## src/source/node_mem_pkg.sv

```systemverilog
package node_mem_pkg;

	// node state memory geometry
	localparam int word_width = 16;
	localparam int addr_width = 11;
	localparam int mem_depth  = 2048;

	typedef logic [word_width-1:0] word_t;
	typedef logic [addr_width-1:0] addr_t;

	// node state address map
	localparam addr_t epsilon_addr      = 11'h004; // exploration rate
	localparam addr_t better_list_addr  = 11'h668; // better neighbor ids, one every 2 words
	localparam addr_t better_count_addr = 11'h68C; // entries in the better list

	// host access to node memory
	typedef struct packed {
		logic  write; // 1 = write, 0 = read
		addr_t addr;
		word_t wdata;
	} host_req_t;

endpackage

```

## src/source/route_pkg.sv

```systemverilog
package route_pkg;

	// 0.999 as a pure 16 bit fraction (0.16)
	localparam logic [15:0] margin_low  = 16'b1111111110111110;
	// 1.001 with one integer bit (1.15)
	localparam logic [15:0] margin_high = 16'b1000000000100000;

	localparam node_mem_pkg::word_t no_hop = 16'hFFFF; // reserved, no route

	// galois lfsr, x^16 + x^14 + x^13 + x^11 + 1
	localparam logic [15:0] lfsr_taps = 16'hB400;
	localparam logic [15:0] lfsr_seed = 16'hACE1; // must be nonzero

	typedef logic [3:0] rand_t;

	// one routing request, values in 11.5 fixed point
	typedef struct packed {
		node_mem_pkg::word_t mybest;
		node_mem_pkg::word_t besthop;
		node_mem_pkg::word_t bestvalue;
		node_mem_pkg::word_t best_neighbor_id;
		node_mem_pkg::word_t epsilon_step;
	} route_req_t;

	// decision result
	typedef struct packed {
		node_mem_pkg::word_t nexthop;
		logic                explored; // set when the hop came from the better list
	} route_res_t;

endpackage

```

## src/source/winner_policy.sv

```systemverilog
`timescale 1ns/1ps

module winner_policy (
	input  logic                  clock,
	input  logic                  nrst,
	input  logic                  req_valid,
	input  route_pkg::route_req_t req,
	output logic                  req_ready,
	output logic                  res_valid,
	output route_pkg::route_res_t res,
	input  logic                  res_ready,
	input  node_mem_pkg::word_t   my_node_id,
	output node_mem_pkg::addr_t   mem_addr,
	output logic                  mem_wr,
	output node_mem_pkg::word_t   mem_wdata,
	input  node_mem_pkg::word_t   mem_rdata,
	output logic                  busy,
	output logic                  rng_req,
	input  route_pkg::rand_t      draw,
	output logic                  idx_start,
	output route_pkg::rand_t      idx_draw,
	output node_mem_pkg::word_t   idx_count,
	input  node_mem_pkg::word_t   idx_value,
	input  logic                  idx_done
);
	import node_mem_pkg::*;
	import route_pkg::*;

	typedef enum logic [4:0] {
		s_idle, s_draw, s_eps, s_choose,
		s_mul_low, s_cmp_low, s_mul_high, s_cmp_high, s_pick, // exploit
		s_cnt_rd, s_cnt, s_idx, s_hop_rd, s_hop, s_wb,         // explore
		s_finish, s_done
	} state_t;

	state_t     state;
	route_req_t req_q;      // request held for the whole decision
	rand_t      rand_q;
	word_t      eps_q;
	logic       explore;
	logic [31:0] left_q;    // bestvalue << 16
	logic [31:0] prod_low;  // mybest * 0.999
	logic [32:0] prod_high; // mybest * (1 + 1.001), one spare bit against overflow
	logic       below_low;
	logic       below_high;
	logic       id_diff;

	assign busy      = (state != s_idle);
	assign req_ready = (state == s_idle);
	assign explore   = ({12'b0, rand_q} < eps_q);

	// sequencing and strobes
	always_ff @(posedge clock) begin
		if (!nrst) begin
			state     <= s_idle;
			rng_req   <= 1'b0;
			idx_start <= 1'b0;
			mem_wr    <= 1'b0;
			res_valid <= 1'b0;
		end else begin
			rng_req   <= 1'b0;
			idx_start <= 1'b0;
			mem_wr    <= 1'b0;
			case (state)
				s_idle: begin
					if (req_valid) begin
						rng_req <= 1'b1; // draw arrives with epsilon
						state   <= s_draw;
					end
				end
				s_draw:     state <= s_eps;
				s_eps:      state <= s_choose;
				s_choose:   state <= explore ? s_cnt_rd : s_mul_low;
				s_mul_low:  state <= s_cmp_low;
				s_cmp_low:  state <= s_mul_high;
				s_mul_high: state <= s_cmp_high;
				s_cmp_high: state <= s_pick;
				s_pick:     state <= s_finish;
				s_cnt_rd:   state <= s_cnt; // count read in flight
				s_cnt: begin
					idx_start <= 1'b1;
					state     <= s_idx;
				end
				s_idx: begin
					if (idx_done) state <= s_hop_rd;
				end
				s_hop_rd:   state <= s_hop; // neighbor id read in flight
				s_hop: begin
					mem_wr <= 1'b1; // epsilon write back
					state  <= s_wb;
				end
				s_wb:       state <= s_finish;
				s_finish: begin
					res_valid <= 1'b1;
					state     <= s_done;
				end
				s_done: begin
					// hold result until taken
					if (res_ready) begin
						res_valid <= 1'b0;
						state     <= s_idle;
					end
				end
				default:    state <= s_idle;
			endcase
		end
	end

	// datapath, follows the state
	always_ff @(posedge clock) begin
		case (state)
			s_idle: begin
				if (req_valid) begin
					req_q    <= req;
					mem_addr <= epsilon_addr;
				end
			end
			s_eps: begin
				rand_q <= draw;
				eps_q  <= mem_rdata;
			end
			s_choose: mem_addr <= better_count_addr; // unused on exploit
			s_mul_low: begin
				left_q   <= {req_q.bestvalue, 16'b0};
				prod_low <= {16'b0, req_q.mybest} * {16'b0, margin_low};
			end
			s_cmp_low: below_low <= (left_q < prod_low); // far better than own route
			s_mul_high: begin
				prod_high <= {17'b0, req_q.mybest} * {17'b0, margin_high}
					+ {2'b0, req_q.mybest, 15'b0};
			end
			s_cmp_high: begin
				below_high <= ({1'b0, left_q} < prod_high);
				id_diff    <= (req_q.best_neighbor_id != my_node_id); // never route to self
			end
			s_pick: begin
				res.nexthop  <= (below_low || (below_high && id_diff)) ? req_q.besthop : no_hop;
				res.explored <= 1'b0;
			end
			s_cnt: begin
				idx_draw  <= rand_q;
				idx_count <= mem_rdata;
			end
			s_idx: begin
				if (idx_done) begin
					mem_addr <= better_list_addr + addr_t'({idx_value, 1'b0}); // 2 words per entry
				end
			end
			s_hop: begin
				res.nexthop  <= mem_rdata;
				res.explored <= 1'b1;
				mem_addr     <= epsilon_addr;
				// decay, saturating at zero
				mem_wdata <= (eps_q < req_q.epsilon_step) ? '0 : eps_q - req_q.epsilon_step;
			end
			default: ;
		endcase
	end

endmodule
```

## config.mk

```make
export PLATFORM = sky130hd
export DESIGN_NAME = winner_policy
export DESIGN_NICKNAME = d
export VERILOG_FILES = /design/src/source/node_mem_pkg.sv /design/src/source/route_pkg.sv /design/src/source/winner_policy.sv
export SDC_FILE = /design/constraint.sdc
export NUM_CORES = 1
export LEC_CHECK = 0
export BUFFER_PORTS_ARGS = -buffer_cell sky130_fd_sc_hd__buf_4
export CAP_MARGIN = 20
export CORE_MARGIN = 4
export CORE_UTILIZATION = 45
export CTS_CLUSTER_DIAMETER = 120
export DETAILED_ROUTE_END_ITERATION = 16
export REMOVE_ABC_BUFFERS = 1
export SETUP_SLACK_MARGIN = 0.4
export SLEW_MARGIN = 40
export SYNTH_ARGS = -nofsm -noshare
export SYNTH_HDL_FRONTEND = slang
export SYNTH_SLANG_ARGS = --single-unit
export TNS_END_PERCENT = 50
```

## constraint.sdc

```tcl
create_clock -name clock -period 7.1 [get_ports clock]
set_clock_uncertainty 0.1 [all_clocks]
set_input_delay 1.42 -clock clock [delete_from_list [all_inputs] [get_ports clock]]
set_output_delay 1.42 -clock clock [all_outputs]
set_load 0.005 [all_outputs]
```

Word-level counts from Yosys, hierarchy flattened. Index checks and enable logic that the tools add are counted.

Register bits after elaboration: 256. Input bits: 137. Logic and storage cells: 81.

$add $sub $neg: 3. Order comparisons: 4. Reductions and logical operators: 13. Equal/unequal tests: 20. Multiplexer cells: 15. Multipliers: 2.

Operators with widths (number): $pmux W5 S16 (1); $pmux W11 S4 (1); $eq A5 B4 Y1 const B (8); $pmux W17 S2 (1); $add A32 B31 Y33 (1); $lt A32 B33 Y1 (1); $lt A32 B32 Y1 (1); $mul A16 B15 Y31 const B (1); $mul A16 B11 Y27 const B (1); $mux W11 (2); $eq A5 B3 Y1 const B (4); $lt A16 B16 Y1 (1); $lt A4 B16 Y1 (1); $mux W16 (1); $ne A16 B16 Y1 (1); $sub A16 B16 Y16 (1); $mux W5 (3); $add A11 B11 Y11 const A (1); $eq A5 B2 Y1 const B (2); $ne A2 B2 Y1 const B (3); $reduce_and A2 Y1 (3); $reduce_and A3 Y1 (2); $eq A5 B1 Y1 const B (1); $eq A5 B5 Y1 const B (1); other kinds (10) (14).

Longest topological paths before layout.
Depth in word-level cells: 4. Depth in mapped cells: 22.

Worst setup path before layout. Ideal clock, no wire load.

Kind: register to register. Start: register req_q[67] (netlist bit). End: register prod_low[29], data pin. Library setup time: 0.258 ns. Data required time: 6.742 ns. Period minus slack after synthesis: 6.110 ns. Arrival time: 5.752 ns. Buffers on the path: 0. Stages on the path, launching flop included: 21. Setup slack: 0.990 ns. Cells stage by stage: edfxtp_1 > inv_1 > fa_1 > fa_1 > inv_1 > fa_1 > fa_1 > fa_1 > inv_1 > fa_1 > inv_1 > ha_1 > o21ai_0 > a211o_1 > nor4b_1 > o21ai_1 > a21oi_1 > a211oi_2 > o21bai_1 > a21oi_1 > xnor2_1.

Word-level cells in the longest chain between the ends: 1.

Ends and longest elaborated chain: from (decl) (RTL line winner_policy.sv:37) `route_req_t req_q;`; from (signal assigned) (RTL line winner_policy.sv:114) `req_q <= req;`; $mul A16 B15 Y31 (RTL line winner_policy.sv:125) `prod_low <= {16'b0, req_q.mybest} * {16'b0, margin_low};`; to (signal assigned) (RTL line winner_policy.sv:125); to (decl) (RTL line winner_policy.sv:42) `logic [31:0] prod_low;`.

Every way passes these cells. A chain may end at the register's enable or synchronous reset.

Worst setup path after layout.
Start: register req_q[66] (netlist bit). End: register prod_low[31], data pin.

The elaborated chain is that of the path after synthesis.

==> flow_metrics.env <==
export IMPL_core_um2=36500
export IMPL_ys_ff_latch=250
export IMPL_clock_fmax_mhz=157
export IMPL_synth_fa_ha_area_share_pct=28.4
export IMPL_yosys_warnings=0
export IMPL_cp_cell_sequence="buf_4 > fa_1 > fa_1 > fa_1 > fa_1 > fa_1 > inv_1 > fa_1 > inv_1 > ha_1 > and2_1 > a311oi_2 > a21oi_1 > o21ai_2 > a21oi_2 > a211oi_4 > o21ai_1 > a21oi_1 > xnor2_1"
export IMPL_die_w_um=200
export IMPL_cts_clk_slew_worst_paths_ns=0.06
export IMPL_drc=0
export IMPL_critPathCaptureType="flip-flop"
export IMPL_gp_congestion=0.908
export IMPL_drive_above_1_share_pct=18.8
export IMPL_start_util_pct=45.6
export IMPL_yosysUniqueCellTypes=70
export IMPL_track_usage_pct=18.7
export IMPL_muxShareOfSynthArea_pct=0.316
export IMPL_max_cap_viol_count=0
export IMPL_synth_top_family_by_area="adder cells"
export IMPL_rr_startpoint="req_q[66]"
export IMPL_startpoint_type="flip-flop"
export IMPL_crit_path_max_incr_delay_ns=0.61
export IMPL_crit_path_top_delay_cell="fa_1"
export IMPL_syn_avg_cell_area_um2=12.1
export IMPL_ys_seq_area_share_pct=44.6
export IMPL_hold_violations=0
export IMPL_dp_hpwl_um=29900
export IMPL_clockBufferDepth=3
export IMPL_required_ns=7.31
export IMPL_avgRoutedWirePerCell_um=17.7
export IMPL_io_buffers=199
export IMPL_arrival_ns=6.57
export IMPL_criticalPathCategory="reg -> reg"
export IMPL_synth_compound_area_share_pct=8.95
export IMPL_die_y_um=200
export IMPL_synth_edf_count=241
export IMPL_tritoncts="done"
export IMPL_cts_buffers=28
export IMPL_cts_root_buf="clkbuf_16"
export IMPL_grt_pass1_vias=11237
export IMPL_cp_max_fo=6
export IMPL_period_minus_slack_ns=6.36
export IMPL_ios=207
export IMPL_worstMarginPinSlew_ns=0.756
export IMPL_outcome="finished clean"
export IMPL_grt_overflow=0
export IMPL_cp_top_family="adder cells"
export IMPL_drtPass1Iterations=5
export IMPL_crit_top_cell="fa_1"
export IMPL_yosys_area_top_type="edfxtp_1"
export IMPL_viasPerCell=5.14
export IMPL_hold_class="reg -> reg"
export IMPL_drv_slew=0
export IMPL_min_period_over_period_pct=89.6
export IMPL_grt_max_degree=64
export IMPL_synth_xor_area_share_pct=5.10
export IMPL_final_antenna_net_count=0
export IMPL_worst_path_buf_inv=3
export IMPL_synthCells=1373
export IMPL_insertion_delay_ns=0.57
export IMPL_mappedNetlistArea_um2=16600
export IMPL_grt_setup_unrepaired="true"
export IMPL_diodes=0
export IMPL_setup_viol=0
export IMPL_fp_row_count=70
export IMPL_worstSetupPathDepth=19
export IMPL_worst_r2r_cell_count=19
export IMPL_slew_limit_headroom_pct=49.4
export IMPL_critPathLaunch="req_q[66]"
export IMPL_regToRegSetupSlack_ns=0.74
export IMPL_clkSinkCount=250
export IMPL_grt_first_pass_wirelength_um=60000
export IMPL_ys_flop_type="edfxtp_1"
export IMPL_synth_simple_area_share_pct=7.31
export IMPL_synth_area_top_cells="edfxtp_1 43%, ha_1 14%, fa_1 14%"
export IMPL_crit_path_end="prod_low[31]"
export IMPL_synth_top_area_share_pct=43.5
export IMPL_vias=10855
export IMPL_drt_wl_total_um=37300
export IMPL_tns_ns=0
export IMPL_final_nets=2068
export IMPL_drt_iter0_drc=393
export IMPL_postCtsHoldBufs=0
export IMPL_r2r_end="prod_low[31]"
export IMPL_async_flop_share_pct=0
export IMPL_htreeDepth=1
export IMPL_antenna_found_initial=0
export IMPL_die_area_um2=40100
export IMPL_syn2layout_area_growth_pct=19.4
export IMPL_fill_cells=3149
==> worst min path at each step <==
stage | depth (start not counted) | slack (ns) | startpoint | end
after CTS | 0 | 0.32 | req_q[46] | left_q[30]
after floorplan | 0 | 0.30 | req_q[32] | left_q[16]
after global placement | 0 | 0.31 | req_q[37] | left_q[21]
final | 0 | 0.32 | req_q[38] | left_q[22]
after global routing | 0 | 0.33 | req_q[40] | left_q[24]
after detailed placement | 0 | 0.31 | req_q[34] | left_q[18]
==> worst reg2reg max path: stages, from the launching register on <==
cell	delay, ns
edfxtp_1	0.45
buf_4	0.20
fa_1	0.61
fa_1	0.48
fa_1	0.57
fa_1	0.44
fa_1	0.55
inv_1	0.05
fa_1	0.49
inv_1	0.04
ha_1	0.35
and2_1	0.20
a311oi_2	0.33
a21oi_1	0.20
o21ai_2	0.24
a21oi_2	0.11
a211oi_4	0.31
o21ai_1	0.11
a21oi_1	0.18
xnor2_1	0.10
==> Yosys cell counts (24+ instances only) <==
cell,number
a21o_1,24
a21oi_1,78
edfxtp_1,241
fa_1,117
ha_1,189
inv_1,220
nand2_1,41
nor2_1,105
o21ai_0,25
xnor2_1,57
xor2_1,40
==> sequential cells by signal (all words and copies together) (netlist names), 4 cells and up <==
register	count
req_q	80
prod_low	31
prod_high	28
res	17
eps_q	16
idx_count	16
left_q	16
mem_wdata	16
mem_addr	10
state	5
idx_draw	4
rand_q	4
==> routing by layer <==
layer  up-vias  global-route usage, %  part of all wire (%)
li1       5286                      -                     -
met1      5251                   24.8                    44
met2       258                   31.5                    48
met3        60                   3.37                   4.9
met4         0                   5.80                   3.4
met5         -                      0                     0
==> final cells by class <==
| cell class | count | area [um^2] | share of cell area [%] |
|---|---|---|---|
| multi-input combinational | 888 | 8440 | 42.5 |
| sequential | 250 | 7420 | 37.3 |
| timing repair buffer | 237 | 1780 | 8.97 |
| inverter | 220 | 826 | 4.15 |
| clock buffer | 33 | 719 | 3.62 |
| tap | 468 | 586 | 2.95 |
| clock inverter | 17 | 106 | 0.535 |
==> metrics by stage <==
stage	std cells	cell area [um^2]	utilization (%)	hold slack (ns)	worst slack (ns)
final	2113	19900	54.4	0.318	0.738
after global routing	2113	19900	54.4	0.326	0.390
after CTS	2098	19700	54.0	0.318	0.432
after detailed placement	2045	18900	51.6	0.307	0.341
after global placement	2045	18800	51.6	0.307	0.388
after floorplan	1358	16600	-	0.300	0.990
==> cells by family (layout without fill, tap and decap cells) <==
kind of cell,after synthesis,in the layout
compound gates,221,221
flops,250,250
mux,5,5
fa+ha+maj,308,308
simple gates,256,256
xor+xnor,97,97
other cells,1,1
buf+inv,235,507
==> cell usage in the layout, fill, tap and decap left out, types with 3 or more instances in the layout <==
cell type / synthesis / final
nor4b_1: 5 / 3
fa_2: 0 / 4
or3_1: 5 / 5
o21ai_0: 25 / 25
ha_1: 189 / 189
fa_1: 117 / 113
o21bai_1: 5 / 5
mux2i_1: 3 / 3
o21a_1: 14 / 14
nor2b_1: 12 / 12
dfxtp_1: 9 / 9
clkbuf_16: 0 / 28
a31oi_1: 7 / 6
nor4_1: 17 / 16
nand2b_1: 11 / 11
xnor2_1: 57 / 57
a21o_1: 24 / 24
a211oi_1: 8 / 8
nor3_1: 17 / 14
nor3_2: 0 / 3
o31ai_1: 3 / 3
nand3_1: 15 / 15
a21oi_1: 78 / 76
xor2_1: 40 / 40
o31a_1: 3 / 3
clkinv_2: 0 / 6
nand2_1: 41 / 41
nand4_1: 5 / 5
buf_4: 1 / 236
inv_1: 220 / 220
o21ai_1: 12 / 11
nor2_1: 105 / 104
and3_1: 6 / 6
clkinv_1: 0 / 8
or2_2: 5 / 5
edfxtp_1: 241 / 241
and2_1: 5 / 4
clkbuf_1: 13 / 5
o211ai_1: 4 / 4
==> timing repair <==
action | 4_1_cts | 5_1_grt
pin swaps | 0 | 1
buffers inserted | 3 | 15
setup endpoints to repair | 2 | 6
resized for setup | 0 | 12
Power is left out: the tool's default activity adds up to more than one toggle a clock period on the data nets, which glitch-free logic cannot reach.
