<file path="config.mk">
export PLATFORM = sky130hd
export DESIGN_NAME = neighbor_index
export DESIGN_NICKNAME = d
export VERILOG_FILES = /design/src/source/node_mem_pkg.sv /design/src/source/route_pkg.sv /design/src/source/neighbor_index.sv
export SDC_FILE = /design/constraint.sdc
export NUM_CORES = 1
export LEC_CHECK = 0
export BUFFER_PORTS_ARGS = -buffer_cell sky130_fd_sc_hd__buf_2
export CAP_MARGIN = 20
export CORE_MARGIN = 4
export CORE_UTILIZATION = 52
export CTS_BUF_LIST = sky130_fd_sc_hd__clkbuf_2 sky130_fd_sc_hd__clkbuf_4 sky130_fd_sc_hd__clkbuf_8
export DETAILED_ROUTE_END_ITERATION = 6
export HOLD_SLACK_MARGIN = 0.1
export PLACE_DENSITY = 0.82
export SYNTH_ARGS = -nofsm -noshare
export SYNTH_HDL_FRONTEND = slang
export SYNTH_SLANG_ARGS = --single-unit
</file>
<file path="constraint.sdc">
create_clock -name clock -period 7.34 [get_ports clock]
set_clock_uncertainty 0.05 [all_clocks]
set_input_delay 2.202 -clock clock [delete_from_list [all_inputs] [get_ports clock]]
set_output_delay 2.202 -clock clock [all_outputs]
set_load 0.05 [all_outputs]
</file>
<file path="src/source/node_mem_pkg.sv">
package node_mem_pkg;

	// node state memory geometry
	localparam int word_width = 16;
	localparam int addr_width = 11;
	localparam int mem_depth  = 2048;

	typedef logic [word_width-1:0] word_t;
	typedef logic [addr_width-1:0] addr_t;

	// node state address map
	localparam addr_t epsilon_addr      = 11'h004; // exploration rate
	localparam addr_t better_list_addr  = 11'h668; // better neighbor ids, one every 2 words
	localparam addr_t better_count_addr = 11'h68C; // entries in the better list

	// host access to node memory
	typedef struct packed {
		logic  write; // 1 = write, 0 = read
		addr_t addr;
		word_t wdata;
	} host_req_t;

endpackage

</file>
<file path="src/source/route_pkg.sv">
package route_pkg;

	// 0.999 as a pure 16 bit fraction (0.16)
	localparam logic [15:0] margin_low  = 16'b1111111110111110;
	// 1.001 with one integer bit (1.15)
	localparam logic [15:0] margin_high = 16'b1000000000100000;

	localparam node_mem_pkg::word_t no_hop = 16'hFFFF; // reserved, no route

	// galois lfsr, x^16 + x^14 + x^13 + x^11 + 1
	localparam logic [15:0] lfsr_taps = 16'hB400;
	localparam logic [15:0] lfsr_seed = 16'hACE1; // must be nonzero

	typedef logic [3:0] rand_t;

	// one routing request, values in 11.5 fixed point
	typedef struct packed {
		node_mem_pkg::word_t mybest;
		node_mem_pkg::word_t besthop;
		node_mem_pkg::word_t bestvalue;
		node_mem_pkg::word_t best_neighbor_id;
		node_mem_pkg::word_t epsilon_step;
	} route_req_t;

	// decision result
	typedef struct packed {
		node_mem_pkg::word_t nexthop;
		logic                explored; // set when the hop came from the better list
	} route_res_t;

endpackage

</file>
<file path="src/source/neighbor_index.sv">
`timescale 1ns/1ps

module neighbor_index (
	input  logic                clock,
	input  logic                nrst,
	input  logic                start,
	input  route_pkg::rand_t    draw,
	input  node_mem_pkg::word_t count,
	output node_mem_pkg::word_t index,
	output logic                done
);
	import node_mem_pkg::*;

	word_t rem;       // remainder still being reduced
	word_t cnt;       // latched list length
	word_t value;     // operand of this cycle
	word_t count_sel;
	logic  running;

	// on start work straight off the inputs, saves a cycle
	assign value     = start ? {12'b0, draw} : rem;
	assign count_sel = start ? count : cnt;

	always_ff @(posedge clock) begin
		if (!nrst) begin
			running <= 1'b0;
			done    <= 1'b0;
		end else begin
			done <= 1'b0; // pulse
			if (start || running) begin
				if (count_sel == '0 || value < count_sel) begin
					running <= 1'b0;
					done    <= 1'b1;
				end else begin
					running <= 1'b1; // one subtraction per cycle
				end
			end
		end
	end

	always_ff @(posedge clock) begin
		if (start) begin
			cnt <= count;
		end
		if (start || running) begin
			rem <= value - count_sel;
			// empty list falls back to entry 0
			index <= (count_sel == '0) ? '0 : value;
		end
	end

endmodule

</file>
# Yosys cells after proc, flatten, opt, wreduce, memory -nomap -nowiden
# Cells that the tools add are included.
classes:
  addsub: 1
  mul: 0
  div: 0
  n_lt_le_gt_ge: 1
  eq_ne: 0
  shifts: 0
  n_mux: 4
  bitwise_logic: 0
  n_reduce_logical: 4
op_table:
  columns: ["operator", "count"]
  rows:
  - ["16-bit two-way mux", 2]
  - ["16-bit logical NOT", 1]
  - ["16-bit less-than comparator", 1]
  - ["16-bit subtractor", 1]
  - ["1-bit logical OR", 2]
  - ["1-bit two-way mux", 2]
  - ["2-bit AND reduction", 1]
word_totals:
  register_bits: 50
  latchBits: 0
  mem_bits_rw: 0
  mem_bits_ro: 0
  inputBits: 23
  out_inout_bits: 17
  word_cells: 15
  memories: 0

# Longest topological paths before layout
# Gate-level depths: netlist of the first run.
depth:
  word_depth: 4
  mapped_depth: 11
  ltp_nobuf: 9

# Worst setup path after synthesis of the first run
# No wires, ideal clock.
synth_path:
  path_kind: "input port to flip-flop"
  from: "input start"
  to: "register rem[14] (data pin)"
  setup_time_ps: 260
  t_arrival_ps: 4338
  required_time_ps: 7030
  setup_slack_ps: 2692
  path_stages: 11
  path_buffers: 2
  path_cell_list: "buf_2 -> buf_2 -> mux2i_1 -> ha_1 -> inv_1 -> fa_1 -> a21o_1 -> a221oi_4 -> o21ai_2 -> a41oi_2 -> xnor2_1"
synth_between:
  elab_chain_len: 2
  elab_cells_between_ends: 3
  cone_classes: "add/sub (1); mux (2)"
synth_rtl:
  columns: ["element", "line", "text"]
  rows:
  - ["from (decl)", "neighbor_index.sv:6", "input logic start,"]
  - ["16-bit two-way mux, on equally long branches", null, null]
  - ["16-bit subtractor *", "neighbor_index.sv:46", "rem <= value - count_sel;"]
  - ["to (signal assigned)", "neighbor_index.sv:46", null]
  - ["to (decl)", "neighbor_index.sv:14", "word_t rem;"]
# Every way passes the cells marked *; elsewhere a longest branch is shown, timed or not.
# A chain may end at the register's enable or synchronous reset.

# Worst setup path in the final report of the first run
layout_path:
  from: "input start"
  to: "register rem[10] (data pin)"
# Same word-level chain as after synthesis.

==> impl_results.md, run 1 <==
* Clock latency on the worst-skew pair at 0.30 ns
* Clk pin slew, worst setup/hold paths at 0.09 ns
* # rows at 26
* Avg Vias per Cell at 5.272
* GP Congestion at 0.7879
* Final-report hold violation count at 0
* Area occupied by multi-input gates at 1296 µm²
* Critical path peak fanout at 37
* CP Launch Type: input port
* Logic pwr share at 41.7%
* Die X at 80.56 µm
* Initial antenna violation count at 0
* PostCTS Resize Cnt at 0
* Least-Margin Pin Slew at 0.8512 ns
* Die height at 80.56 µm
* Largest net degree at the start of global routing at 38
* Sequential area share after synthesis at 48.26%
* Clock share of power at 16.1%
* DR DRC count at 0
* Top_reg_cell synth: edfxtp_1
* Outcome: completed
* Clk buf depth at 2
* Flop-to-flop setup slack at 4.84 ns
* Mapped Cells at 244
* Total GRT Usage at 17.31%
* Int Power at 616.1 µW
* Antenna fix cells at 0
* Area grow syn2layout at 11.79%
* Die area at 6490 µm²
* H-tree levels at 2
* Worst hold path type: register to register
* Net Sw Power at 354.5 µW
* Post-synthesis cell area at 2738 µm²
* Worst setup EP type: register
* CP max stage delay at 0.64 ns
* Hold Buf Count CTS at 0
* First-pass GRT wire length at 8549 µm
* GRT overflow at 0
* Leak Pwr at 1.347 nW
* Total power draw at 970.6 µW
* Final setup viols at 0
* Crit path time final at 4.796 ns
* Number of global-route vias before repair at 1,875
* Worst VDD drop at 128.1 µV
* Max Cap Viol at 0
* Mean post-synth cell area at 11.22 µm²
* Pwr/cell area at 317.2 nW/µm²
* Boundary pin count at 40
* Clock root buffer: clkbuf_8
* Postcts setup bufs at 0
* Initial core utilization at 53.60%
* Async set or reset register ratio after synthesis at 0%
* Crit path DAT at 4.88 ns
* Critical path type: input port to register
* Drt wl/cell at 14.91 µm
* Reg area at 1321 µm²
* Netlist cell types at 47
* Core Box Area at 5107 µm²
* Routed WL at 5264 µm
* Cells along the critical path: buf_2 > mux2i_1 > ha_1 > inv_1 > fa_1 > a21o_1 > a221oi_4 > o21a_4 > nor2_2 > a311oi_2
* Fmax achieved at 208.5 MHz
* CTS buffer count at 5
* Slew HR at 43.26%
* Flop pwr share at 42.2%
* Net switching fraction of the power at 36.52%
* Vias at 1,861
* WP data required at 7.42 ns
* DRT Pass-1 Iters at 4
* Max-slew violation count at 0
* Remaining antenna violation count after routing at 0
* # fillers at 434
* Clock sink count at 50
* Net count after synthesis at 284
* Port-buffer cells at 39
* CTS tree: yes
* Synthesized flop and latch total at 50
* Slowest-stage cell, CP: buf_2
* Share of cells above drive strength 1 at 22.26%
* Post-synth EDFFs at 32
* Fin nets at 322
* Ys Warns at 0
* DRC violation total after the first TritonRoute iteration at 93
* DP Wirelength at 4042 µm
* RSZ-0062 raised after global routing: no
* Setup TNS at 0 ns
* Period utilisation layout at 65.34%
-- critical path: cells and delay by family --
family          cells  cell delay [ns]
fa+ha+maj           2             0.62
mux                 1             0.31
buf+inv             2             0.70
compound gates      4             0.98
simple gates        1             0.05
-- state kept, by name, indices dropped and copies added, names as in the netlist --
signal and count:
index 16, rem 16, done 1, cnt 16, running 1
-- cells in the mapped netlist (3+ instances only) --
| master | count | area (µm²) |
|---|---|---|
| xnor2_1 | 9 | 78.83 |
| nor3_1 | 3 | 15.01 |
| xor2_1 | 4 | 35.03 |
| mux2i_1 | 16 | 160.2 |
| mux2_2 | 4 | 45.04 |
| inv_1 | 20 | 75.07 |
| nand2_1 | 11 | 41.29 |
| buf_2 | 6 | 30.03 |
| nand4_1 | 3 | 18.77 |
| a21oi_1 | 14 | 70.07 |
| nor2b_1 | 27 | 168.9 |
| nor4_1 | 3 | 18.77 |
| edfxtp_1 | 32 | 960.9 |
| o21ai_0 | 9 | 45.04 |
| ha_1 | 16 | 200.2 |
| nor2_1 | 8 | 30.03 |
| nand3_1 | 3 | 15.01 |
| a21o_1 | 4 | 30.03 |
| dfxtp_1 | 18 | 360.4 |
-- cell type report --
cell class	instances	area share, %
Clock buffer	6	2.494
Clock inverter	2	0.2862
Inverter	20	2.453
Multi-Input combinational cell	166	42.35
Sequential cell	50	43.17
Tap cell	70	2.862
Timing Repair Buffer	39	6.378
-- final timing paths --
check	depth (start not counted)	endpoint	start
max	10	rem[10]	start
min	2	cnt[9]	cnt[9]
min reg2reg	2	cnt[9]	cnt[9]
max reg2reg	9	rem[10]	rem[0]
-- placed cells by master, fill, tap and decap left out, types with 3 or more instances in the layout --
cell / count
inv_1: 20
nor2_1: 8
clkbuf_8: 5
nand2_1: 11
nand4_1: 3
dfxtp_1: 18
xor2_1: 4
ha_1: 16
nor3_1: 3
mux2i_1: 16
buf_2: 39
nand3_1: 3
edfxtp_1: 32
o21ai_0: 9
a21oi_1: 14
a21o_1: 4
nor2b_1: 27
xnor2_1: 9
mux2_2: 4
nor4_1: 3
-- power by group through the flow --
stage	registers (mW)	clock network (mW)	logic (mW)
2_1_floorplan	0.474	0	0.262
3_3_place_gp	0.413	0	0.394
3_5_place_dp	0.416	0	0.404
4_1_cts	0.410	0.159	0.405
5_1_grt	0.415	0.170	0.446
6_report	0.409	0.156	0.405
-- logic make-up (layout without fill, tap and decap cells) --
| logic type | Yosys count | in the layout | share of synthesized area (%) |
|---|---|---|---|
| and+or+nand+nor | 69 | 69 | 15.04 |
| DFF | 50 | 50 | 48.26 |
| AOI/OAI and AO/OA | 47 | 47 | 12.61 |
| buffers and inverters | 28 | 67 | 4.387 |
| muxes | 20 | 20 | 7.495 |
| adders and majority gates | 17 | 17 | 8.044 |
| xor gates and xnor gates | 13 | 13 | 4.159 |
-- per-stage QoR --
stage,utilization (%),instances,hold WS [ns],area (µm²),setup WS (ns)
finish,59.92,353,0.4494,3060,2.544
global placement,58.26,345,0.4225,2975,2.323
floorplan,-,244,0.4048,2738,2.692
global route,59.92,353,0.4762,3060,2.345
detailed placement,58.26,345,0.4286,2975,2.266
CTS,59.92,353,0.4496,3060,2.544
-- routing by layer --
metal | share of wire (%) | track usage, %
met3 | 4.5 | 3.251
met5 | 0 | 0
met2 | 47 | 28.39
met1 | 47 | 23.20
met4 | 1.3 | 5.068
(Power assumes the default switching activity.)
==> run 2: changes to the inputs <==
--- a/config.mk
+++ b/config.mk
@@ -12,7 +12,7 @@
 export CTS_BUF_LIST = sky130_fd_sc_hd__clkbuf_2 sky130_fd_sc_hd__clkbuf_4 sky130_fd_sc_hd__clkbuf_8
 export DETAILED_ROUTE_END_ITERATION = 6
 export HOLD_SLACK_MARGIN = 0.1
-export PLACE_DENSITY = 0.82
+export PLACE_DENSITY = 0.85
 export SYNTH_ARGS = -nofsm -noshare
 export SYNTH_HDL_FRONTEND = slang
 export SYNTH_SLANG_ARGS = --single-unit
==> constraint.sdc (replaced) <==
create_clock -name clock -period 4 [get_ports clock]
set_clock_uncertainty 0.05 [all_clocks]
set_input_delay 1.2 -clock clock [delete_from_list [all_inputs] [get_ports clock]]
set_output_delay 1.2 -clock clock [all_outputs]
set_load 0.05 [all_outputs]
==> run 2 against run 1 <==
Against the previous run:
- count of clock-buffer cells in the layout is the same
- first-iteration DRC count is 1.1% higher
- via count up 4.8%
- sequential share of layout area fell by 0.61 points
- wire length up 5.1%
- clock power up 130%
- sequential power is 84% higher
- final area grew 1.4%
- critical endpoint unchanged
==> impl_results.md, run 2 (synthesized netlist as in run 1, its figures left out) <==
* Period utilisation layout at 86.46%
* Post-placement setup slack at 0.3150 ns
* Clock sink count at 50
* Slowest-stage cell, CP: a221oi_4
* Hold Buf Count CTS at 0
* Clock latency on the worst-skew pair at 0.30 ns
* Worst hold path type: register to register
* PostCTS Resize Cnt at 0
* CP max stage delay at 0.39 ns
* Least-Margin Pin Slew at 0.8079 ns
* Pwr/cell area at 599.9 nW/µm²
* DP Area at 2990 µm²
* Vias at 1,951
* Core Box Area at 5107 µm²
* Share of cells above drive strength 1 at 23.16%
* Fmax achieved at 289.2 MHz
* Final instance area at 3104 µm²
* Port-buffer cells at 39
* Drt wl/cell at 15.59 µm
* Clock root buffer: clkbuf_8
* Max Cap Viol at 0
* Worst setup EP type: register
* Outcome: completed
* GP Congestion at 0.8494
* Cells along the critical path: buf_2 > buf_4 > mux2i_1 > ha_1 > a21o_1 > a221oi_4 > o21a_4 > nor2_2 > a311oi_2
* Placed cells at 347
* Clk pin slew, worst setup/hold paths at 0.09 ns
* Initial core utilization at 53.60%
* Total power draw at 1.862 mW
* Final worst slack at 0.5418 ns
* CP Launch Type: input port
* Max-slew violation count at 0
* Total GRT Usage at 17.66%
* Boundary pin count at 40
* Commonest cells after routing, fill and taps aside: buf_2, edfxtp_1, nor2b_1
* Leak Pwr at 1.365 nW
* Die height at 80.56 µm
* Routed WL at 5534 µm
* Most common cell after layout, fill and taps aside: buf_2
* Layout Cells excl Fill at 355
* Remaining antenna violation count after routing at 0
* Number of global-route vias before repair at 1,913
* Setup TNS at 0 ns
* Initial antenna violation count at 0
* Top Family by Delay on Critical Path: compound AO/OA/AOI/OAI gates
* DRC violation total after the first TritonRoute iteration at 94
* Worst path buffer plus inverter count at 2
* Avg Vias per Cell at 5.496
* Largest registers: cnt (16), index (16), rem (16)
* RSZ-0062 raised after global routing: no
* First-pass GRT wire length at 8749 µm
* CTS tree: yes
* Critical path type: input port to register
* Die X at 80.56 µm
* Largest net degree at the start of global routing at 35
* WP data required at 4.08 ns
* DRT Pass-1 Iters at 4
* Critical path peak fanout at 22
* H-tree levels at 2
* Antenna fix cells at 0
* Crit path time final at 3.458 ns
* # rows at 26
* Clk buf depth at 2
* DP Wirelength at 4299 µm
* Worst VDD drop at 208.3 µV
* Final setup viols at 0
* Crit path DAT at 3.53 ns
* Slew HR at 46.14%
* CTS buffer count at 5
* DR DRC count at 0
* Final-report hold violation count at 0
* Die area at 6490 µm²
* Area grow syn2layout at 13.39%
* GRT overflow at 0
* Fin nets at 324
* Postcts setup bufs at 0
==> run 2: cell types whose count changed in the layout (fill, tap and decap cells not counted) <==
cell	change
clkinv_2	-1
clkinvlp_4	+1
clkinv_1	-1
bufinv_16	+1
buf_4	+2
==> run 2: where the power goes <==
part           switching [mW]  internal [mW]  leakage, nW  total [mW]
registers              0.0346          0.718        0.471       0.752
clock network           0.164          0.193       0.0548       0.357
logic                   0.465          0.287        0.839       0.752
==> run 2: worst paths after layout <==
path	cells after the start	slack [ns]	to	start
worst max-delay path	9	0.54	rem[10]	start
worst max register to register	9	1.47	rem[10]	rem[0]
worst min register to register	2	0.45	cnt[9]	cnt[9]
worst min-delay path	2	0.45	cnt[9]	cnt[9]
==> run 2: routing by layer <==
metal / track usage (%) / part of all wire (%)
met4: 7.095 / 2.1
met5: 0 / 0
met2: 29.72 / 48
met3: 3.251 / 5.2
met1: 22.25 / 44
==> run 2: metrics by stage <==
stage                     hold WS [ns]  utilization, %
final                           0.4477           60.78
after global routing            0.4667           60.78
after CTS                       0.4504           60.78
after detailed placement        0.4290           58.55
after global placement          0.4247           58.55
after floorplan                 0.4048               -
==> run 2: final cells by class <==
type | instances | area (µm²)
fillers | 420 | 2003
flip-flops and latches | 50 | 1321
multi-input cells | 166 | 1296
repair buffers | 41 | 210.2
well taps | 70 | 87.58
clock buffers | 6 | 76.32
inverters | 20 | 75.07
clock inverters | 2 | 37.54
==> run 2: worst reg2reg max path: stages, from the launching register on <==
cell and delay [ns]:
edfxtp_1 0.36, mux2i_1 0.20, ha_1 0.20, inv_1 0.05
fa_1 0.42, a21o_1 0.22, a221oi_4 0.33, o21a_4 0.23
nor2_2 0.05, a311oi_2 0.23
