File: src/source/node_mem_pkg.sv
package node_mem_pkg;

	// node state memory geometry
	localparam int word_width = 16;
	localparam int addr_width = 11;
	localparam int mem_depth  = 2048;

	typedef logic [word_width-1:0] word_t;
	typedef logic [addr_width-1:0] addr_t;

	// node state address map
	localparam addr_t epsilon_addr      = 11'h004; // exploration rate
	localparam addr_t better_list_addr  = 11'h668; // better neighbor ids, one every 2 words
	localparam addr_t better_count_addr = 11'h68C; // entries in the better list

	// host access to node memory
	typedef struct packed {
		logic  write; // 1 = write, 0 = read
		addr_t addr;
		word_t wdata;
	} host_req_t;

endpackage

File: src/source/route_pkg.sv
package route_pkg;

	// 0.999 as a pure 16 bit fraction (0.16)
	localparam logic [15:0] margin_low  = 16'b1111111110111110;
	// 1.001 with one integer bit (1.15)
	localparam logic [15:0] margin_high = 16'b1000000000100000;

	localparam node_mem_pkg::word_t no_hop = 16'hFFFF; // reserved, no route

	// galois lfsr, x^16 + x^14 + x^13 + x^11 + 1
	localparam logic [15:0] lfsr_taps = 16'hB400;
	localparam logic [15:0] lfsr_seed = 16'hACE1; // must be nonzero

	typedef logic [3:0] rand_t;

	// one routing request, values in 11.5 fixed point
	typedef struct packed {
		node_mem_pkg::word_t mybest;
		node_mem_pkg::word_t besthop;
		node_mem_pkg::word_t bestvalue;
		node_mem_pkg::word_t best_neighbor_id;
		node_mem_pkg::word_t epsilon_step;
	} route_req_t;

	// decision result
	typedef struct packed {
		node_mem_pkg::word_t nexthop;
		logic                explored; // set when the hop came from the better list
	} route_res_t;

endpackage

File: src/source/rng_lfsr.sv
`timescale 1ns/1ps

module rng_lfsr (
	input  logic             clock,
	input  logic             nrst,
	input  logic             req,
	output route_pkg::rand_t draw
);
	import route_pkg::*;

	logic [15:0] lfsr;
	logic [15:0] lfsr_next;

	// right shifting galois form, taps folded in when bit 0 falls out
	assign lfsr_next = lfsr[0] ? ((lfsr >> 1) ^ lfsr_taps) : (lfsr >> 1);

	always_ff @(posedge clock) begin
		if (!nrst) begin
			lfsr <= lfsr_seed;
		end else if (req) begin
			lfsr <= lfsr_next; // steps only on request
		end
	end

	// low nibble of the new state, valid the cycle after req
	always_ff @(posedge clock) begin
		if (req) begin
			draw <= lfsr_next[3:0];
		end
	end

endmodule

File: config.mk
export PLATFORM = sky130hd
export DESIGN_NAME = rng_lfsr
export DESIGN_NICKNAME = d
export VERILOG_FILES = /design/src/source/node_mem_pkg.sv /design/src/source/route_pkg.sv /design/src/source/rng_lfsr.sv
export SDC_FILE = /design/constraint.sdc
export NUM_CORES = 1
export LEC_CHECK = 0
export BUFFER_PORTS_ARGS = -buffer_cell sky130_fd_sc_hd__buf_2
export CORE_ASPECT_RATIO = 1.2
export CORE_MARGIN = 2
export CORE_UTILIZATION = 45
export CTS_BUF_LIST = sky130_fd_sc_hd__clkbuf_2 sky130_fd_sc_hd__clkbuf_4 sky130_fd_sc_hd__clkbuf_8
export DETAILED_ROUTE_END_ITERATION = 12
export SYNTH_ARGS = -nofsm -noshare
export SYNTH_HDL_FRONTEND = slang
export SYNTH_SLANG_ARGS = --single-unit
File: constraint.sdc
create_clock -name clock -period 1.05 [get_ports clock]
set_clock_uncertainty 0.15 [all_clocks]
set_input_delay 0.21 -clock clock [delete_from_list [all_inputs] [get_ports clock]]
set_output_delay 0.21 -clock clock [all_outputs]
set_load 0.01 [all_outputs]
* Word-level counts from Yosys, hierarchy flattened *
Cells that the tools add are included.

cells by class
  mux-type cells = 1
  bitwise operators = 1

operators with widths
  cell                         count
  16-bit 2-to-1 mux            1
  3-bit NOT with 4-bit output  1

word-level totals
  flip-flop bits (word level) = 20
  input bits = 3
  logic and storage cells = 4
  output and inout bits = 4

* Logic depth before layout (Yosys ltp) *
Gate-level depths: netlist (run 1).

  depth in word-level cells = 2
  mapped depth = 4
  mapped depth without buffers = 2

* Worst setup path after synthesis (run 1) *
Ideal clock, no wire load.

  kind = input port to flip-flop
  start point = input port req
  end point = register lfsr[15]
  arrival = 691 ps
  data required time = 785 ps
  setup time = 115 ps
  buffers on the path = 2
  cell stages on the path = 4
  slack = 94 ps
  path through = buf_6 buf_12 mux2i_1 nand2_1

RTL lines
  item                  RTL line        source
  start, declared       rng_lfsr.sv:6   input logic req,
  end signal, assigned  rng_lfsr.sv:19  lfsr <= lfsr_seed;
  end signal, assigned  rng_lfsr.sv:21  lfsr <= lfsr_next;
  end, declared         rng_lfsr.sv:11  logic [15:0] lfsr;

* Worst setup path after layout (run 1) *
  start point = register draw[1]
  end point = output port draw[1]

RTL lines
  item                    RTL line        source
  start, declared         rng_lfsr.sv:7   output route_pkg::rand_t draw
  start signal, assigned  rng_lfsr.sv:28  draw <= lfsr_next[3:0];

No word-level cell between the ends.

==> out/results.txt, run 1 <==
Of the available clock period, the critical path in the final layout requires 112%. The basic-gate share of the synthesized area counting and, or, nand and nor cells is 11.5%. The sum of buffers and inverters on the critical path works out to 1. Across the VDD grid, the largest voltage drop is 0.840 mV. The portion of synthesized cell area occupied by the leading cell type is 42.6%. Measured on the finished design, the core utilization comes to 53.2%.

Clock-pin slew was measured on the worst setup and hold paths at 0.10 ns. The worst pin sits at a relative slew slack of 84.6%. The number of global-route vias before repair is 406. Dividing the detail-routed wire length by the instance count gives 10.4 um.

Sorting the synthesized cells by area gives the leading types as dfxtp_1 (43%), mux2i_1 (17%), edfxtp_1 (16%). Routability-driven placement finished with a final weighted congestion of 0.660. Synthesis inferred 20 register bits. The tools report the total leakage power as 0.366 nW. The max-capacitance violation count is 0, and the detailed placement HPWL is 692 um. Setup violations remaining at the end of the flow were counted as 4. The tools report the clock sink total as 20. The main combinational cell family by area after synthesis was multiplexers. The hold path startpoint is nrst. Buffer type at the clock tree root: clkbuf_4. The checks that failed: setup timing.

The multiplexer share of the synthesized area is 17.3%, and the final max-slew violation count is 0. The total power of the final layout is 1.35 mW. The largest delay contributor family on the critical path was flip-flops. Worst setup path category: reg2out. Counting tap cells, the placed design contains a total of 84 instances.

Summing the areas of all xor and xnor instances in the mapped netlist gives 3.49% of the synthesized area. The floorplan step set the die height to 48.8 um. Synthesis handed over a netlist of 60 instances. After detailed routing, the number of vias per cell comes to 4.54. Power spread over the standard cell area amounts to 1580 mW/mm^2. Sum of routed wire length over all layers: 923 um. Share of layout cells above drive strength 1: 22.5%.

Tracing the worst setup path back leads to its startpoint at draw[1]. The synthesized netlist devotes 3.33% of its cell area to compound gates. Switching power: 0.294 mW. The mapped netlist covers 752 sq um.

The slew at the pin closest to its max-slew limit works out to 0.230 ns. 7 I/O pins were placed. The region available for standard cell placement spans 0.00160 sq mm.

Of all cell types, the one taking the most synthesized area is dfxtp_1. The run gives 0 as the remaining design rule violation count. The commonest non-fill, non-tap cell in the layout is dfxtp_1. The slowest stage of the critical path belongs to the cell edfxtp_1. Data arrives at the worst endpoint at 0.81 ns. For the combinational share of power, the log shows 10.4%.

The tools report the sequential area share after synthesis as 58.6%. Wire length of the first global-routing pass: 1650 um. The tools report the number of nets in the layout as 75. Total of buffers placed on input and output ports: 6.

The worst setup path is captured at an output port. Post-layout worst setup margin: -0.123 ns. The synthesized area per cell was 12.5 sq um; the largest net degree at the start of global routing was 14. The number of clock buffers added by TritonCTS is 3. Yosys printed 0 warnings. The total global-route track usage was 11.7%. STA puts the critical path data required time at 0.69 ns. The flow ran to the end, but the final reports show violations. Sequential fraction of design power: 64.0%. Walking the worst path, the cells encountered are buf_2. The initial utilization of the core area, before any placement, comes to 47.0%. Counting I/O delays and the setup requirement, the final critical path takes 1.17 ns. For this run, the slowest stage of the critical path takes 0.38 ns. Switching share of total power: 21.9%. Based on the critical path, the design can be clocked at up to 853 MHz. The type of element launching the critical path was a flop.

In this run, the clock network consumes 25.6% of the power. Summing over every cut layer, the via total after detailed routing is 404. The initial antenna violation count was 0; the cell internal power dissipation was 1.05 mW. The number of filler instances in the final layout is 147, and the antenna diode count is 0.

For the maximum count of clock buffers along a single path, the log shows 2. The critical-path maximum fanout works out to 1. The finished layout holds 89 standard cells, fillers aside.

In this run, the number of DRC markers left after iteration 0 of detailed routing was 3. Relative to the synthesized area, the layout overhead comes to 13.3%. The post-route antenna net violation count is 0. The logs give 0 for the total congestion overflow and 1 for the number of H-tree levels. Leaving out fill and tap cells, the most frequent cells in the layout are dfxtp_1 (16), mux2i_1 (13), nor2b_1 (7), nand2_1 (6), buf_2 (6).

Setup repair after global routing could not meet its margin everywhere. The launch instance of the worst register-to-register path was lfsr[0]. The later pin in the worst-skew pair is clocked with a latency of 0.28 ns. After clock tree synthesis, the repair step resized 0 gates. The standard-cell row count was 16.

The run gives 0 as the hold violation count in the final report. The floorplan step defined a die boundary enclosing 0.00202 sq mm. Adder-cell share of the synthesized area: 0%.

The netlist uses 15 different library cells. TritonCTS built the clock tree. In this run the horizontal extent of the chip is 41.3 um.

For the post-synth net total, the log shows 63. Worst hold path class: in2reg. For this run, the detailed router's first-pass iteration total came to 2.
-- final cells by class --
class / instances / area (sq um) / area share (%)
multi-input combinational: 36 / 268 / 31.4
sequential: 20 / 440 / 51.7
clock buffer: 3 / 22.5 / 2.64
timing repair buffer: 11 / 95.1 / 11.2
clock inverter: 1 / 3.75 / 0.441
tap: 18 / 22.5 / 2.64
-- cell usage after synthesis (all sizes together) --
library cell	instances
a22oi	2
edfxtp	4
nor2	2
clkbuf	1
mux2i	13
o21ai	1
a21oi	1
dfxtp	16
nor2b	7
nand2	6
and2	1
buf	3
xnor2	3
-- layer usage --
| metal | up-vias | track usage, % | part of all wire [%] |
|---|---|---|---|
| li1 | 226 | - | - |
| met1 | 172 | 17.2 | 54 |
| met2 | 4 | 15.4 | 42 |
| met3 | 2 | 2.74 | 2.1 |
| met4 | 0 | 6.45 | 1.6 |
| met5 | - | 0 | 0 |
-- flip-flops by register name (all words and copies together), names as in the netlist --
name / flops
draw: 4
lfsr: 16
-- logic make-up after synthesis --
logic type	count (synthesis)
and+or+nand+nor	16
DFF	20
muxes	13
AOI/OAI and AO/OA	4
buffers and inverters	4
xor gates and xnor gates	3
-- worst paths after layout --
check | end | slack [ns] | depth (start not counted)
max | draw[1] | -0.12 | 1
min | lfsr[10] | 0.07 | 2
max reg2reg | lfsr[10] | 0.11 | 2
min reg2reg | draw[2] | 0.32 | 0
-- power groups by stage --
stage / Combinational [mW] / Sequential, mW / Clock [mW]
finish: 0.141 / 0.861 / 0.344
global route: 0.156 / 0.869 / 0.406
CTS: 0.143 / 0.863 / 0.363
detailed placement: 0.140 / 0.880 / 0
global placement: 0.138 / 0.879 / 0
floorplan: 0.106 / 0.875 / 0
-- timing repair --
action	CTS	global route
buffers inserted	0	0
hold buffers	1	0
pin swaps	0	0
setup endpoints to repair	4	4
endpoints found under the hold margin	1	0
-- stage by stage --
stage	setup slack [ns]	TNS, ns	hold WS [ns]	area, sq um
global route	-0.189	-0.701	0.0613	852
finish	-0.123	-0.430	0.0693	852
floorplan	0.0936	0	0.172	752
detailed placement	0.00374	0	0.296	816
CTS	-0.149	-0.509	0.0596	852
global placement	0.0285	0	0.297	816
No activity file was read; power rests on OpenSTA's default activity.
==> run 2: changes to the inputs <==
- PLACE_DENSITY: default -> 0.63
==> out/results.txt, run 2 (synthesis gave the netlist of run 1 again) <==
Entering global routing, the biggest net connects 13 pins. The endpoint arrival time on the critical path is 0.85 ns. The worst register-to-register path begins at lfsr[0].

At the end of the flow, the number of nets in the layout was 75. The largest delay contributor family on the critical path is flip-flops. The largest single stage delay on the critical path is 0.39 ns.

For the wire length of the first global-routing pass, the log shows 1810 um. The top register by number of flip-flops is lfsr. The startpoint identified for the worst hold timing path is nrst. TritonCTS built the clock tree. The number of buffers added for setup after CTS was 0. After clock tree synthesis, the clock-pin slew on the worst setup and hold paths is 0.12 ns. The slew at the pin closest to its max-slew limit is 0.219 ns.

Total of buffers placed on input and output ports: 6. The post-cts gate resize count was 0; the maximum count of clock buffers along a single path was 2. The area of combinational cells with multiple inputs is 268 sq um. Routability-driven placement finished with a final weighted congestion of 0.648.

The critical-path maximum fanout is 1, and the TritonCTS buffer count is 3. The average routed wire per standard cell is 12.3 um, and the DRC violation total after the first TritonRoute iteration is 3. The clock sink total was 20.

The worst setup path is captured at an output port. The number of cells on the worst hold path was 2. Dividing the final minimum period by the clock period gives 115%. After layout, the design draws a total of 1.63 mW. 7 I/O pins were placed. In this run the remaining antenna-violating nets after routing total 0.

Once layout is complete, the cells apart from fillers number 89. The final max-slew violation count is 0. The signal on the critical path passes through buf_2. The library cell used most frequently in the layout, excluding fill and tap cells, is dfxtp_1. The run gives 0 as the initial antenna violation count. The tools report the sequential cell area as 440 sq um. Data on the critical path is required at its endpoint by 0.69 ns. The end point of the most critical hold path was lfsr[10]. The root buffer cell chosen for the clock tree is clkbuf_4. The tightest hold path in the finished design has a slack of 0.0555 ns.

The beginning of the critical path is draw[0]. Using the TritonRoute via totals, the vias-per-cell ratio works out to 4.99. The number of global-route vias before repair is 411. For the number of vias after detailed routing, the log shows 444. Global routing used 13.8% of the available tracks across all layers. The tools report the endpoint of the lowest-slack register-to-register path as lfsr[10].

Setup repair after global routing could not meet its margin everywhere. In the final layout, the registers with the most flip-flops are lfsr: 16 flops, draw: 4 flops. The critical path's slowest cell was edfxtp_1. For the final design utilization, the log shows 55.0%.

The length in cells of the worst reg-to-reg path was 2. For the detailed-routing iteration count for the pre-antenna-repair pass, the log shows 4. The floorplan die area was 0.00202 sq mm. The die is 48.8 um tall.

The run gives 0.00160 sq mm as the placeable core region. The worst pin sits at a relative slew slack of 85.4%. The sum of buffers and inverters on the critical path came out at 1. The total overflow left after global routing is 0. STA classifies the critical path startpoint as a flop.

The number of placed instances, taps included, is 83. Based on the critical path, the design can be clocked at up to 826 MHz. The number of H-tree levels was 1. Cells with a size suffix above 1 make up 22.5% of the layout. VDD sags by at most 0.925 mV.

Row generation in the floorplan step produced 16 rows. The horizontal die dimension was 41.3 um. Once the floorplan was initialized, standard cells occupied 47.0% of the core. For this run, design rule violations remaining after detail routing come to 0.

The number of antenna diodes in the final layout is 0. The final reports fail on setup timing. The worst setup path category was reg2out. In the layout the commonest cells are dfxtp_1 (16), mux2i_1 (13), nor2b_1 (7), nand2_1 (6), buf_2 (6). The flow ran to the end, but the final reports show violations. The synthesis-to-layout area growth works out to 17.1%. The hold violation count in the final report is 0. The clock reaches the later pin of the worst-skew pair after 0.31 ns.

The minimum setup slack among reg-to-reg paths was 0.09 ns; the power density normalized to cell area was 1850 mW/mm^2. The time the worst path needs with I/O delays and setup was 1.21 ns; the number of setup violations in the final report was 4. The worst hold path class is in2reg. The final layout contains routed wiring with a total length of 1100 um. The logs give 0.378 nW for the total leakage power and -0.160 ns for the post-layout worst setup margin.

The number of flip-flops under the largest register name was 16; the max-capacitance violation count was 0. Number of filler instances in the final layout: 144.
-- run 2: what timing repair did --
item / CTS / global route
endpoints found under the setup margin: 4 / 4
hold buffers: 2 / 0
gates cloned: 0 / 0
pin swaps: 0 / 0
endpoints found under the hold margin: 1 / 0
-- run 2: cell type report --
type,instances,share of cell area (%)
flip-flops and latches,20,50.0
well taps,18,2.56
clock inverters,1,3.41
clock buffers,3,2.56
multi-input cells,36,30.4
repair buffers,11,11.1
-- run 2: report_power, final --
part	total, mW	internal [mW]	switching, mW
Sequential	0.861	0.833	0.0286
Clock	0.624	0.386	0.238
Combinational	0.146	0.0816	0.0644
Total	1.63	1.30	0.331
-- run 2: worst max path at each step --
stage / slack [ns] / end / cells past startpoint
2_1_floorplan: 0.09 / lfsr[15] / 4
6_report: -0.16 / draw[0] / 1
4_1_cts: -0.18 / draw[0] / 1
5_1_grt: -0.20 / draw[0] / 1
3_5_place_dp: -0.003 / lfsr[10] / 4
3_3_place_gp: 0.03 / lfsr[10] / 4
-- run 2: per-stage QoR --
step | setup TNS (ns) | setup slack [ns] | area [sq um]
6_report | -0.545 | -0.160 | 881
5_1_grt | -0.743 | -0.198 | 881
4_1_cts | -0.625 | -0.182 | 881
3_5_place_dp | -0.00324 | -0.00310 | 808
3_3_place_gp | 0 | 0.0256 | 808
2_1_floorplan | 0 | 0.0936 | 752
-- run 2: layer usage --
metal | part of all wire, % | up-vias | GRT usage (%)
met5 | 0 | - | 0
met4 | 2.4 | 0 | 11.3
met3 | 3.4 | 4 | 2.74
met2 | 52 | 8 | 20.1
met1 | 42 | 210 | 16.4
li1 | - | 222 | -
==> run 3: changes to the inputs <==
- CORE_MARGIN: 2 -> 8
- GPL_TIMING_DRIVEN: default -> 0
==> out/results.txt, run 3 (synthesis gave the netlist of run 1 again) <==
The logic depth of the worst path, buffers included is 1. The hold-fix buffer count after cts came out at 0. On the critical path the largest part of the delay comes from flip-flops. Measured along the y axis, the die boundary spans 60.8 um. The kind of end point of the critical path was an output port. In the final layout, the registers with the most flip-flops are lfsr: 16 flops, draw: 4 flops.

Global routing used 7.54% of the available tracks. Initial antenna violation count: 0. Cells with a size suffix above 1 make up 24.3% of the layout.

Summing all non-filler instances in the final layout gives an area of 835 sq um. The final max-slew violation count was 0; the switching power was 0.310 mW. The tools report the endpoint arrival time on the critical path as 0.81 ns.

The run finished, with violations left. The critical-path maximum fanout is 1. Total congestion overflow: 0. The length in cells of the worst reg-to-reg path was 3. Clock tree synthesis inserted a total of 3 buffers.

The post-route antenna net violation count was 0. Dividing the detail-routed via count by the number of cells gives 4.72. For the pin with the worst max-slew slack, the measured transition is 0.127 ns. The number of flip-flops under the largest register name works out to 16. The setup path with the least slack is of type reg2out. Traced cell by cell, the critical path runs through buf_2. For this run, design rule violations remaining after detail routing come to 0. In this run the tool buffered the top-level ports with 6 buffer cells.

The critical path's largest stage delay works out to 0.37 ns. Static timing analysis puts the maximum clock frequency at 852 MHz. The first global-routing pass estimated 1720 um of wire. In this run the core area contains 16 standard-cell rows. The run gives 0.08 ns as the minimum setup slack among reg-to-reg paths. STA classifies the critical path startpoint as a flop. The sum of routed wire length over all layers is 1020 um, and the number of cells on the worst hold path is 1.

Routability-driven placement finished with a final weighted congestion of 0.694. After clock tree synthesis, the repair step resized 0 gates. CTS saw 20 sinks. The post-layout worst setup margin is -0.124 ns. The data required time at the worst endpoint came out at 0.69 ns. The library cell used most frequently in the layout, excluding fill and tap cells, is dfxtp_1.

The DRC violation total after the first TritonRoute iteration is 3. The max-capacitance violation count is 0. For the placement-stage cell area, the log shows 805 sq um. The power density normalized to cell area works out to 1670 mW/mm^2. The final reports fail on setup timing. Max-slew headroom at the worst pin: 91.3%. The sum of negative setup slack is -0.477 ns. The slowest stage of the critical path is the edfxtp_1 cell. The part of the power in the clock network is 28.4%, and the number of nets in the layout is 74. Post-CTS timing repair inserted 0 buffers for setup.

CTS placed an instance of clkbuf_4 at the clock tree root. The pre-antenna-repair detailed-routing pass consisted of 4 iterations. In the layout the commonest cells are dfxtp_1 (16), mux2i_1 (13), nor2b_1 (7), nand2_1 (6), buf_2 (6). From left edge to right edge, the die measures 53.3 um. The number of global-route vias before repair came out at 402. The run gives 0 as the hold violation count in the final report.

The internal portion of the total power is 1.08 mW. The clock passes through at most 2 buffers. 7 I/O pins were placed. The worst-case IR drop observed on VDD is 1.02 mV. The routed layout has 415 vias. Largest net degree at the start of global routing: 12.

The top register by number of flip-flops is lfsr. The HPWL after detailed placement is 729 um. Clock-pin slew on the worst setup and hold paths: 0.10 ns. The total area inside the core boundary comes to 0.00160 sq mm. The period utilization was 112%; the average routed wire per standard cell was 11.6 um. Registers are responsible for 61.6% of the overall power.

For the worst-skew pair, the clock arrives at the later sink with an insertion delay of 0.30 ns. Setup repair after global routing could not meet its margin everywhere. The switching share of total power came out at 22.3%.

Including well taps, the total number of placed cells is 84. The number of antenna diodes in the final layout is 0. TritonCTS built the clock tree.

The sum of buffers and inverters on the critical path was 1; the initial standard-cell utilization of the core was 47.0%. The floorplan step defined a die boundary enclosing 0.00324 sq mm. The total power of the final layout was 1.39 mW. The run gives 4 as the number of setup violations in the final report. The synthesis-to-layout area growth was 11.0%; the post-layout instance count excluding filler cells was 88. Subtracting the final worst setup slack from the clock period gives 1.17 ns.

The combinational share of power was 10.0%; the total leakage power was 0.360 nW. The path class of the tightest hold or removal check is in2reg. Number of H-tree levels: 1.
[run 3: changes by cell type in the layout (fill, tap and decap cells not counted), sizes merged]
cell	change
dlygate4sd3	-2
bufinv	-1
clkbuf	+2
[run 3: power by group through the flow]
stage / Combinational [mW] / Sequential, mW / Clock [mW]
final: 0.139 / 0.857 / 0.395
after global routing: 0.154 / 0.862 / 0.442
after CTS: 0.142 / 0.857 / 0.409
after detailed placement: 0.141 / 0.875 / 0
after global placement: 0.140 / 0.874 / 0
after floorplan: 0.106 / 0.875 / 0
[run 3: metal layers]
metal | vias to the layer above | share of wire, % | GRT usage (%)
li1 | 223 | - | -
met1 | 181 | 45 | 7.93
met2 | 6 | 45 | 10.9
met3 | 5 | 4.3 | 2.94
met4 | 0 | 4.9 | 7.58
met5 | - | 0 | 0
[run 3: worst paths after layout]
| path | startpoint | to |
|---|---|---|
| worst max-delay path | draw[2] | draw[2] |
| worst min register to register | lfsr[4] | draw[3] |
| worst max register to register | lfsr[0] | lfsr[13] |
| worst min-delay path | req | draw[1] |
[run 3: metrics by stage]
step	setup slack (ns)	util, %	hold slack (ns)
6_report	-0.124	52.1	0.0330
5_1_grt	-0.179	52.1	0.0252
4_1_cts	-0.131	52.1	0.0290
3_5_place_dp	-0.148	50.2	0.301
3_3_place_gp	-0.153	50.2	0.301
2_1_floorplan	0.0936	-	0.172
[run 3: area by class of cell]
class | count | area (sq um)
flip-flops and latches | 20 | 440
clock buffers | 4 | 30.0
well taps | 18 | 22.5
repair buffers | 6 | 30.0
fillers | 161 | 767
multi-input cells | 36 | 268
plain buffers | 4 | 43.8
